**config.mk**
```make
export PLATFORM = sky130hd
export DESIGN_NAME = zx_ula_video
export DESIGN_NICKNAME = d
export VERILOG_FILES = /design/src/ula_pkg.sv /design/src/frame_irq.sv /design/src/pixel_shifter.sv /design/src/raster_counter.sv /design/src/screen_fetch.sv /design/src/zx_ula_video.sv
export SDC_FILE = /design/constraint.sdc
export NUM_CORES = 1
export LEC_CHECK = 0
export BUFFER_PORTS_ARGS = -buffer_cell sky130_fd_sc_hd__buf_4
export CORE_MARGIN = 2
export CORE_UTILIZATION = 58
export DETAILED_ROUTE_END_ITERATION = 8
export GPL_ROUTABILITY_DRIVEN = 0
export PLACE_DENSITY = 0.81
export SETUP_SLACK_MARGIN = 0.5
export SLEW_MARGIN = 5
export SYNTH_ARGS = -nofsm -noshare
export SYNTH_HDL_FRONTEND = slang
export SYNTH_HIERARCHICAL = 1
export SYNTH_SLANG_ARGS = --single-unit
```
**constraint.sdc**
```tcl
create_clock -name clk14 -period 3.05 [get_ports clk14]
set_input_delay 0.915 -clock clk14 [delete_from_list [all_inputs] [get_ports clk14]]
set_output_delay 0.915 -clock clk14 [all_outputs]
set_load 0.02 [all_outputs]
```
**src/ula_pkg.sv**
```systemverilog
`default_nettype none

package ula_pkg;

	// frame timing selected by the mode input
	typedef enum logic [0:0] {
		TIMING_PENT = 1'b0,
		TIMING_S128 = 1'b1
	} timing_mode_t;

	// visible screen area
	localparam int H_AREA       = 256;
	localparam int V_AREA       = 192;
	// shifter lag behind the fetch, in pixels
	localparam int SCREEN_DELAY = 8;

	// 128K frame, in pixels and lines
	localparam int H_RBORDER_S128 = 48 + SCREEN_DELAY;
	localparam int H_BLANK1_S128  = 28;
	localparam int H_SYNC_S128    = 33;
	localparam int H_BLANK2_S128  = 43;
	localparam int H_LBORDER_S128 = 48 - SCREEN_DELAY;
	localparam int V_BBORDER_S128 = 56;
	localparam int V_SYNC_S128    = 8;
	localparam int V_TBORDER_S128 = 55;
	localparam int H_TOTAL_S128   = H_AREA + H_RBORDER_S128 + H_BLANK1_S128 + H_SYNC_S128 +
		H_BLANK2_S128 + H_LBORDER_S128;
	localparam int V_TOTAL_S128   = V_AREA + V_BBORDER_S128 + V_SYNC_S128 + V_TBORDER_S128;

	// pentagon frame
	localparam int H_RBORDER_PENT = 56 + SCREEN_DELAY;
	localparam int H_BLANK1_PENT  = 8;
	localparam int H_SYNC_PENT    = 33;
	localparam int H_BLANK2_PENT  = 23;
	localparam int H_LBORDER_PENT = 72 - SCREEN_DELAY;
	localparam int V_BBORDER_PENT = 56;
	localparam int V_SYNC_PENT    = 8;
	localparam int V_TBORDER_PENT = 64;
	localparam int H_TOTAL_PENT   = H_AREA + H_RBORDER_PENT + H_BLANK1_PENT + H_SYNC_PENT +
		H_BLANK2_PENT + H_LBORDER_PENT;
	localparam int V_TOTAL_PENT   = V_AREA + V_BBORDER_PENT + V_SYNC_PENT + V_TBORDER_PENT;

	// interrupt position, line and pixel range
	localparam int INT_V_S128      = 248;
	localparam int INT_H_FROM_S128 = 2;
	localparam int INT_H_TO_S128   = 65;
	localparam int INT_V_PENT      = 239;
	localparam int INT_H_FROM_PENT = 336;
	localparam int INT_H_TO_PENT   = 408;

	localparam int HC_W       = 9;
	localparam int VC_W       = 9;
	localparam int SCR_ADDR_W = 15;

endpackage

`default_nettype wire

```
**src/frame_irq.sv**
```systemverilog
`default_nettype none

module frame_irq import ula_pkg::*; (
	input  wire              clk14,
	input  wire              rst_n,
	input  wire  [HC_W-1:0]  hc,
	input  wire  [VC_W-1:0]  vc,
	input  timing_mode_t     mode,
	output logic             n_int,
	output logic             frame_tick
);

	logic int_win;

	always_comb begin
		if (mode == TIMING_S128)
			int_win = (vc == VC_W'(INT_V_S128)) && (hc >= HC_W'(INT_H_FROM_S128)) &&
				(hc <= HC_W'(INT_H_TO_S128));
		else
			int_win = (vc == VC_W'(INT_V_PENT)) && (hc >= HC_W'(INT_H_FROM_PENT)) &&
				(hc <= HC_W'(INT_H_TO_PENT));
	end

	always_ff @(posedge clk14 or negedge rst_n) begin
		if (!rst_n) begin
			n_int <= 1'b1;
			frame_tick <= 1'b0;
		end else begin
			n_int <= ~int_win;
			// one pulse as n_int falls
			frame_tick <= int_win & n_int;
		end
	end

endmodule

`default_nettype wire

```
**src/pixel_shifter.sv**
```systemverilog
`default_nettype none

module pixel_shifter import ula_pkg::*; #(
	parameter int FLASH_DIV_LOG2 = 4
) (
	input  wire              clk14,
	input  wire              rst_n,
	input  wire              pix_phase,
	input  wire  [HC_W-1:0]  hc,
	input  wire  [VC_W-1:0]  vc,
	input  wire              hsync_raw,
	input  wire              vsync_raw,
	input  wire              blank_raw,
	input  wire  [7:0]       bitmap_next,
	input  wire  [7:0]       attr_next,
	input  wire              screen_update,
	input  wire              frame_tick,
	input  wire              border_wr,
	input  wire  [2:0]       border,
	output logic             r,
	output logic             g,
	output logic             b,
	output logic             i,
	output logic             hsync,
	output logic             vsync,
	output logic             csync
);

	logic [2:0] border_q;
	logic [FLASH_DIV_LOG2:0] flash_cnt;
	logic flash;
	logic [7:0] bitmap;
	logic [7:0] attr;
	logic show;
	logic ink;
	logic [2:0] grb;

	assign flash = flash_cnt[FLASH_DIV_LOG2];

	// column x of the screen is on the output while hc is x + SCREEN_DELAY
	assign show = (vc < VC_W'(V_AREA)) && (hc >= HC_W'(SCREEN_DELAY)) &&
		(hc < HC_W'(H_AREA + SCREEN_DELAY));

	assign ink = bitmap[7] ^ (attr[7] & flash);
	assign grb = ink ? attr[2:0] : attr[5:3];

	always_ff @(posedge clk14 or negedge rst_n) begin
		if (!rst_n) begin
			border_q <= '0;
			flash_cnt <= '0;
		end else begin
			if (border_wr)
				border_q <= border;
			if (frame_tick)
				flash_cnt <= flash_cnt + 1'b1;
		end
	end

	// in the border the paper colour is the border and no pixel is set
	always_ff @(posedge clk14) begin
		if (!show) begin
			attr <= {2'b00, border_q, 3'b000};
			bitmap <= 8'h00;
		end else if (screen_update) begin
			attr <= attr_next;
			bitmap <= bitmap_next;
		end else if (pix_phase) begin
			bitmap <= {bitmap[6:0], 1'b0};
		end
	end

	// outputs move once per pixel, at the end of its second half
	always_ff @(posedge clk14 or negedge rst_n) begin
		if (!rst_n) begin
			{g, r, b, i} <= 4'b0000;
			hsync <= 1'b1;
			vsync <= 1'b1;
			csync <= 1'b1;
		end else if (pix_phase) begin
			if (blank_raw) begin
				{g, r, b, i} <= 4'b0000;
			end else begin
				{g, r, b} <= grb;
				// bright has no effect on black
				i <= attr[6] & (|grb);
			end
			hsync <= ~hsync_raw;
			vsync <= ~vsync_raw;
			csync <= ~(hsync_raw ^ vsync_raw);
		end
	end

endmodule

`default_nettype wire

```
**src/raster_counter.sv**
```systemverilog
`default_nettype none

module raster_counter import ula_pkg::*; (
	input  wire               clk14,
	input  wire               rst_n,
	input  timing_mode_t      mode,
	output logic [HC_W-1:0]   hc,
	output logic [VC_W-1:0]   vc,
	output logic              pix_phase,
	output logic              frame_end,
	output logic              hsync_raw,
	output logic              vsync_raw,
	output logic              blank_raw
);

	timing_mode_t mode_q;
	logic [HC_W-1:0] h_last;
	logic [VC_W-1:0] v_last;
	logic [HC_W-1:0] hsync_from;
	logic [HC_W-1:0] hsync_to;
	logic [HC_W-1:0] hblank_from;
	logic [HC_W-1:0] hblank_to;
	logic [VC_W-1:0] vsync_from;
	logic [VC_W-1:0] vsync_to;
	logic line_end;

	// window edges of the latched timing
	always_comb begin
		if (mode_q == TIMING_S128) begin
			h_last      = HC_W'(H_TOTAL_S128 - 1);
			v_last      = VC_W'(V_TOTAL_S128 - 1);
			hblank_from = HC_W'(H_AREA + H_RBORDER_S128);
			hsync_from  = HC_W'(H_AREA + H_RBORDER_S128 + H_BLANK1_S128);
			hsync_to    = HC_W'(H_AREA + H_RBORDER_S128 + H_BLANK1_S128 + H_SYNC_S128);
			hblank_to   = HC_W'(H_AREA + H_RBORDER_S128 + H_BLANK1_S128 + H_SYNC_S128 +
				H_BLANK2_S128);
			vsync_from  = VC_W'(V_AREA + V_BBORDER_S128);
			vsync_to    = VC_W'(V_AREA + V_BBORDER_S128 + V_SYNC_S128);
		end else begin
			h_last      = HC_W'(H_TOTAL_PENT - 1);
			v_last      = VC_W'(V_TOTAL_PENT - 1);
			hblank_from = HC_W'(H_AREA + H_RBORDER_PENT);
			hsync_from  = HC_W'(H_AREA + H_RBORDER_PENT + H_BLANK1_PENT);
			hsync_to    = HC_W'(H_AREA + H_RBORDER_PENT + H_BLANK1_PENT + H_SYNC_PENT);
			hblank_to   = HC_W'(H_AREA + H_RBORDER_PENT + H_BLANK1_PENT + H_SYNC_PENT +
				H_BLANK2_PENT);
			vsync_from  = VC_W'(V_AREA + V_BBORDER_PENT);
			vsync_to    = VC_W'(V_AREA + V_BBORDER_PENT + V_SYNC_PENT);
		end
	end

	assign line_end  = pix_phase && (hc == h_last);
	assign frame_end = line_end && (vc == v_last);

	assign hsync_raw = (hc >= hsync_from) && (hc < hsync_to);
	assign vsync_raw = (vc >= vsync_from) && (vc < vsync_to);
	// vertical blank covers only the sync lines
	assign blank_raw = vsync_raw || ((hc >= hblank_from) && (hc < hblank_to));

	always_ff @(posedge clk14 or negedge rst_n) begin
		if (!rst_n) begin
			pix_phase <= 1'b0;
			hc <= '0;
			vc <= '0;
			mode_q <= TIMING_S128;
		end else begin
			pix_phase <= ~pix_phase;
			if (line_end) begin
				hc <= '0;
				if (frame_end) begin
					vc <= '0;
					// new timing takes effect on a whole frame only
					mode_q <= mode;
				end else begin
					vc <= vc + 1'b1;
				end
			end else if (pix_phase) begin
				hc <= hc + 1'b1;
			end
		end
	end

endmodule

`default_nettype wire

```
**src/screen_fetch.sv**
```systemverilog
`default_nettype none

module screen_fetch import ula_pkg::*; (
	input  wire                    clk14,
	input  wire                    rst_n,
	input  wire  [HC_W-1:0]        hc,
	input  wire  [VC_W-1:0]        vc,
	input  wire                    pix_phase,
	input  wire                    frame_end,
	input  wire  [7:0]             vram_data,
	output logic                   vram_rd,
	output logic [SCR_ADDR_W-1:0]  vram_addr,
	output logic [7:0]             bitmap_next,
	output logic [7:0]             attr_next,
	output logic                   screen_update
);

	logic load;
	logic rd_attr_q;
	logic rd_bitmap_q;
	logic [SCR_ADDR_W-1:0] bitmap_addr;
	logic [SCR_ADDR_W-1:0] attr_addr;

	assign load = (vc < VC_W'(V_AREA)) && (hc < HC_W'(H_AREA));

	// third, line within char and char row are swapped in the bitmap
	assign bitmap_addr = {2'b00, vc[7:6], vc[2:0], vc[5:3], hc[7:3]};
	// attributes start at 0x1800, 32 bytes per char row
	assign attr_addr = {2'b00, 3'b110, vc[7:3], hc[7:3]};

	// strobe and address are registered, so the phase seen outside is the
	// opposite of the one they were built in
	always_ff @(posedge clk14 or negedge rst_n) begin
		if (!rst_n) begin
			vram_rd <= 1'b0;
			rd_attr_q <= 1'b0;
			rd_bitmap_q <= 1'b0;
			screen_update <= 1'b0;
		end else begin
			vram_rd <= load;
			if (frame_end) begin
				rd_attr_q <= 1'b0;
				rd_bitmap_q <= 1'b0;
			end else begin
				rd_attr_q <= vram_rd && !pix_phase;
				rd_bitmap_q <= vram_rd && pix_phase;
			end
			// lands on the even half of pixels 8, 16 .. 256
			screen_update <= load && pix_phase && (hc[2:0] == 3'd7);
		end
	end

	always_ff @(posedge clk14) begin
		vram_addr <= pix_phase ? attr_addr : bitmap_addr;
	end

	// data comes back one cycle after the strobe
	always_ff @(posedge clk14) begin
		if (rd_bitmap_q)
			bitmap_next <= vram_data;

		if (rd_attr_q)
			attr_next <= vram_data;
		else if (!load)
			attr_next <= 8'hff;
	end

endmodule

`default_nettype wire

```
**src/zx_ula_video.sv**
```systemverilog
`default_nettype none

module zx_ula_video import ula_pkg::*; #(
	parameter int FLASH_DIV_LOG2 = 4
) (
	input  wire                    clk14,
	input  wire                    rst_n,
	input  timing_mode_t           mode,
	input  wire                    border_wr,
	input  wire  [2:0]             border,
	output logic                   vram_rd,
	output logic [SCR_ADDR_W-1:0]  vram_addr,
	input  wire  [7:0]             vram_data,
	output logic                   r,
	output logic                   g,
	output logic                   b,
	output logic                   i,
	output logic                   hsync,
	output logic                   vsync,
	output logic                   csync,
	output logic                   n_int
);

	logic [HC_W-1:0] hc;
	logic [VC_W-1:0] vc;
	logic pix_phase;
	logic frame_end;
	logic hsync_raw;
	logic vsync_raw;
	logic blank_raw;
	logic [7:0] bitmap_next;
	logic [7:0] attr_next;
	logic screen_update;
	logic frame_tick;

	raster_counter u_raster (
		.clk14     (clk14),
		.rst_n     (rst_n),
		.mode      (mode),
		.hc        (hc),
		.vc        (vc),
		.pix_phase (pix_phase),
		.frame_end (frame_end),
		.hsync_raw (hsync_raw),
		.vsync_raw (vsync_raw),
		.blank_raw (blank_raw)
	);

	screen_fetch u_fetch (
		.clk14         (clk14),
		.rst_n         (rst_n),
		.hc            (hc),
		.vc            (vc),
		.pix_phase     (pix_phase),
		.frame_end     (frame_end),
		.vram_data     (vram_data),
		.vram_rd       (vram_rd),
		.vram_addr     (vram_addr),
		.bitmap_next   (bitmap_next),
		.attr_next     (attr_next),
		.screen_update (screen_update)
	);

	pixel_shifter #(
		.FLASH_DIV_LOG2 (FLASH_DIV_LOG2)
	) u_shifter (
		.clk14         (clk14),
		.rst_n         (rst_n),
		.pix_phase     (pix_phase),
		.hc            (hc),
		.vc            (vc),
		.hsync_raw     (hsync_raw),
		.vsync_raw     (vsync_raw),
		.blank_raw     (blank_raw),
		.bitmap_next   (bitmap_next),
		.attr_next     (attr_next),
		.screen_update (screen_update),
		.frame_tick    (frame_tick),
		.border_wr     (border_wr),
		.border        (border),
		.r             (r),
		.g             (g),
		.b             (b),
		.i             (i),
		.hsync         (hsync),
		.vsync         (vsync),
		.csync         (csync)
	);

	frame_irq u_irq (
		.clk14      (clk14),
		.rst_n      (rst_n),
		.hc         (hc),
		.vc         (vc),
		.mode       (mode),
		.n_int      (n_int),
		.frame_tick (frame_tick)
	);

endmodule

`default_nettype wire
```
Word level (Yosys, flattened, before mapping)
Index checks and enable logic that the tools add are counted.
Storage, ports and cells
  flip-flop bits (word level): 88
  bits of input ports: 15
  logic and storage cells: 106
Operators by class
  $add $sub $neg: 3
  order comparisons: 14
  eq/ne operators: 7
  muxes and demuxes: 24
  bitwise logic cells: 10
  reductions and logical operators: 22
Operators by type and width (number)
  $mux W8: 4
  $lt A9 B9 Y1 const B: 3
  $mux W9: 3
  $add A9 B1 Y9 const B: 2
  $eq A9 B8 Y1 const B: 2
  $eq A9 B9 Y1: 2
  $ge A9 B9 Y1: 2
  $lt A9 B9 Y1: 2
  $mux W6: 3
  $logic_and A1 B1 Y1: 16
  $mux W7: 2
  $mux W10: 1
  $mux W5: 2
  $ge A9 B2 Y1 const B: 1
  $ge A9 B4 Y1 const B: 1
  $ge A9 B8 Y1 const B: 1
  $ge A9 B9 Y1 const B: 1
  $le A9 B7 Y1 const B: 1
  $le A9 B9 Y1 const B: 1
  $lt A9 B8 Y1 const B: 1
  $mux W1: 7
  $add A5 B1 Y5 const B: 1
  $not A1 Y1: 5
  $mux W4: 1
  10 further kinds: 15

Depth between registers and ports, before layout
  depth after elaboration: 6
  depth in mapped cells: 8
  gate-level depth less buffers: 8

Modules after synthesis
The synthesis kept the hierarchy.
Modules (own cells, without submodules)
  pixel_shifter: times used 1, cells an instance 131, area each 1375.1 µm², sequential area each 729.4 µm²
  raster_counter: times used 1, cells an instance 138, area each 1288.7 µm², sequential area each 501.7 µm²
  screen_fetch: times used 1, cells an instance 55, area each 1008.5 µm², sequential area each 840.8 µm²
  frame_irq: times used 1, cells an instance 21, area each 187.7 µm², sequential area each 51.3 µm²

Least setup slack after synthesis
No wires, ideal clock.
  kind: flip-flop to flip-flop
  start: reg u_raster.mode_q
  end: reg u_fetch.rd_bitmap_q
  arrival time: 2108 ps
  slack: 823 ps
  cell stages (with the launch flop): 8
  period minus slack after synthesis: 2227 ps
  path through: dfstp_2 -> inv_1 -> ha_1 -> nor4b_2 -> and3_1 -> clkbuf_1 -> and2_1 -> and3b_1
Between the ends
  word-level cells in the longest chain between the ends: 5
  elaborated cells on any way between the ends: 7
RTL lines
  start: declaration: RTL line raster_counter.sv:16  | timing_mode_t mode_q;
  start signal: assignment: RTL line raster_counter.sv:73  | mode_q <= mode;
  $mux W7: RTL line raster_counter.sv:29  | if (mode_q == TIMING_S128) begin
  $eq A9 B9 Y1: RTL line raster_counter.sv:52  | assign line_end = pix_phase && (hc == h_last);
  $logic_and A1 B1 Y1: RTL line raster_counter.sv:52
  $logic_and A1 B1 Y1 *: RTL line raster_counter.sv:53  | assign frame_end = line_end && (vc == v_last);
  net frame_end: RTL line zx_ula_video.sv:27  | logic frame_end;
  $mux W1 *: RTL line screen_fetch.sv:41  | if (frame_end) begin
  end signal: assignment: RTL line screen_fetch.sv:46  | rd_bitmap_q <= vram_rd && pix_phase;
  end: declaration: RTL line screen_fetch.sv:20  | logic rd_bitmap_q;
The timed path passes the listed nets; every way through them passes the cells marked *.
A chain may end at the register's enable or synchronous reset.

Final worst setup path
  start: reg u_raster.mode_q
  end: reg u_raster.vc[6]
Between the ends
  word-level cells in the longest chain between the ends: 5
  elaborated cells on any way between the ends: 7
RTL lines
  $mux W7: RTL line raster_counter.sv:29
  $eq A9 B9 Y1: RTL line raster_counter.sv:52
  $logic_and A1 B1 Y1: RTL line raster_counter.sv:52
  $logic_and A1 B1 Y1: RTL line raster_counter.sv:53
  $mux W9: RTL line raster_counter.sv:70  | if (frame_end) begin
  end signal: assignment: RTL line raster_counter.sv:75  | vc <= vc + 1'b1;
  end: declaration: RTL line raster_counter.sv:8  | output logic [VC_W-1:0] vc,
Parallel ways exist; a longest one is shown, timed or not.

==> results.cfg <==
[drt]
drc = 0
routedWlPerCell_um = 15.74
dr.max_layer_used = met4
dr.pass1.iters = 4
first_iter_violations = 118
via_per_inst = 5.762
routed-wl-met3_um = 318
routed_wirelength_mm = 7.336
ant_nets = 0
met1Wirelength_mm = 3.306
met2WireLength_mm = 3.581
vias = 2685

[synth]
postSynth.asyncResetShare = 0.4767
ys_warn_count = 6
ys_ff_latch = 86
avgSynthCellArea_um2 = 11.19
syn_inst = 345
synth_flop_cell = dfrtp_1
synth_edf_count = 19
yosysSeqAreaShare = 0.5501
ys_types = 59
syn-cell-area_mm2 = 0.003860

[critical_path]
cpPeakStageDelay_ps = 620
cp_num_cells = 6
worst-path-max-fanout = 11
end_kind = register
slowest_stage = dfstp_2
worstPathCellList = inv_1 > ha_1 > nor4b_2 > and3_2 > nand4_1 > mux2_2
cp.required_ps = 3300
worstSetupPathType = register to register
cp_num_buf_inv = 1
rr_worst_depth = 6
crit_family = simple AND/OR/NAND/NOR gates
startpoint_type = register
cp.arrival_ps = 2670

[clock_network]
numClockSinks = 86
path_clk_slew_ps = 90
cts_tree = done
hold_buffers = 0
clockBufferDepth = 2
htreeDepth = 3
cts_buffers = 9
clkLatencyLatePin_ps = 360
postCtsSetupBuffers = 0
cts_root_buffer = clkbuf_8

[timing]
setup_tns_ps = 0
timing.hold.ws_ps = 469.8
hold_viol = 0
slew_headroom = 0.4526
period_minus_slack_ps = 2420
fmax_mhz = 413.2
report.final.slew_viol_count = 0
setup_viol = 0
max_slew.worst_pin.slew_ps = 821.0
rsz0062_at_grt = yes
skew_ps = 10.71
period_share = 0.7934

[layout]
n_antenna_cell = 0
area_growth_pct = 13.78
layout_common_cells = buf_4 (37), dfrtp_1 (36), nor2_1 (29), dfxtp_1 (26), nand2_1 (21)
drive_gt1_frac = 0.2031
seq_area_mm2 = 0.002123
fill_cells = 471
stdcell_count = 466
layout_commonest_cell = buf_4
multi_input_area_mm2 = 0.001615
fin_nets = 412
finalInstanceArea_mm2 = 0.004392

[floorplanning]
die_w_um = 85.58
rows = 29
die_h_um = 85.58
core_mm2 = 0.006386
start_util = 0.6044
ios = 39
die_area_mm2 = 0.007324

[global_route]
antenna_found_initial = 0
grt_usage = 0.2151
grt_pass1_wl_mm = 12.31
grt_pass1_vias = 2620
grt-ovfl-total = 0
grt_max_degree = 42

[power]
power_density_mw_per_mm2 = 467.0
irDropWorstVdd_mv = 0.4242
leakage_nw = 1.949

[placed_design]
dp.cells = 450
dp_hpwl_mm = 5.070
placedInstanceArea_mm2 = 0.004182
portBuffers = 36

[outcome]
outcome = completed

[min_path]
hp-class = register to register
min_path_cells = 2

[flow_run]
maxCapViolCount = 0
[report_power, final]
part | total [mW] | switching, mW | internal (mW)
combinational | 0.0509 | 0.0288 | 0.0221
sequential | 1.19 | 0.00714 | 1.19
clock | 0.808 | 0.418 | 0.389
[layer usage]
layer,vias up,global-route usage
met2,60,0.3501
met3,11,0.03754
li1,1305,-
met5,-,0
met1,1309,0.2841
met4,0,0.09668
[cell usage after synthesis (2+ instances only)]
library cell	instances	area, um^2
mux2_2	6	67.56
ha_1	13	162.7
o21ai_1	7	35.03
xor2_1	2	17.52
nand2_1	21	78.83
buf_2	3	15.01
mux2i_1	20	200.2
or2_2	2	12.51
and3_1	4	25.02
or2_1	2	12.51
nand4_1	7	43.79
nor3_1	7	35.03
nor2b_1	5	31.28
o21ai_0	10	50.05
a32o_1	2	20.02
nand2b_1	12	75.07
nor4b_2	2	30.03
clkbuf_1	4	15.01
or3_1	3	18.77
dfstp_2	5	131.4
nor2_1	29	108.9
o21ai_2	2	17.52
and2_1	3	18.77
a41oi_1	2	17.52
xnor2_1	8	70.07
edfxtp_1	19	570.6
nor3b_1	3	22.52
a22o_1	5	43.79
buf_4	2	15.01
nand3_1	9	45.04
a21oi_1	15	75.07
dfxtp_1	26	520.5
inv_1	20	75.07
or4_4	2	22.52
o22ai_1	3	18.77
dfrtp_1	36	900.9
nand4b_1	2	17.52
[cells by family (layout without fill, tap and decap cells)]
| family | after synthesis | after routing | synth area share |
|---|---|---|---|
| AO/OA/AOI/OAI | 57 | 57 | 0.1031 |
| flip-flops | 86 | 86 | 0.5501 |
| AND/OR/NAND/NOR | 122 | 122 | 0.1776 |
| other | 1 | 2 | 0.0009715 |
| multiplexers | 26 | 26 | 0.06937 |
| XOR/XNOR | 10 | 10 | 0.02269 |
| adder cells (fa/ha/maj) | 13 | 13 | 0.04214 |
| buffers and inverters | 30 | 73 | 0.03403 |
[registers in the layout, summed over array words and instances (netlist names), 3 cells and up]
register             count
u_fetch/vram_addr       13
u_raster/hc              9
u_raster/vc              9
u_fetch/attr_next        8
u_fetch/bitmap_next      8
u_shifter/attr           8
u_shifter/bitmap         8
u_shifter/flash_cnt      5
u_shifter/border_q       3
[stage by stage]
stage / worst slack (ps) / utilization / total power [mW]
global route: 499.2 / 0.6877 / 2.123
detailed placement: 584.6 / 0.6548 / 1.269
global placement: 683.2 / 0.6548 / 1.267
finish: 630.0 / 0.6877 / 2.051
floorplan: 822.5 / - / 1.235
CTS: 560.7 / 0.6867 / 2.073
[area by class of cell]
class / instances / share of cell area
clock buffer: 9 / 0.02821
clock inverter: 7 / 0.01823
inverter: 20 / 0.01709
multi-input combinational: 230 / 0.3678
sequential: 86 / 0.4835
tap: 77 / 0.02194
timing repair buffer: 37 / 0.06325
[worst paths after layout]
kind / start / endpoint / slack, ps
max in group asynchronous: rst_n / u_raster/mode_q / 2140
min reg2reg: u_shifter/attr[6] / u_shifter/i / 470
max reg2reg: u_raster/mode_q / u_raster/vc[6] / 630
min in group asynchronous: rst_n / u_shifter/flash_cnt[2] / 530
max: u_raster/mode_q / u_raster/vc[6] / 630
min: u_shifter/attr[6] / u_shifter/i / 470
[what timing repair did]
action                                  4_1_cts  5_1_grt
resized for setup                             0        2
hold endpoints to repair                      0        0
endpoints found under the setup margin        0        4
[worst reg2reg max path, delay by kind of cell (launching register included)]
family / cells / cell delay [ps]
muxes: 1 / 290
adders and majority gates: 1 / 330
DFF: 1 / 620
and+or+nand+nor: 3 / 960
buffers and inverters: 1 / 120
Note: power is estimated with default switching activity, not from simulation.
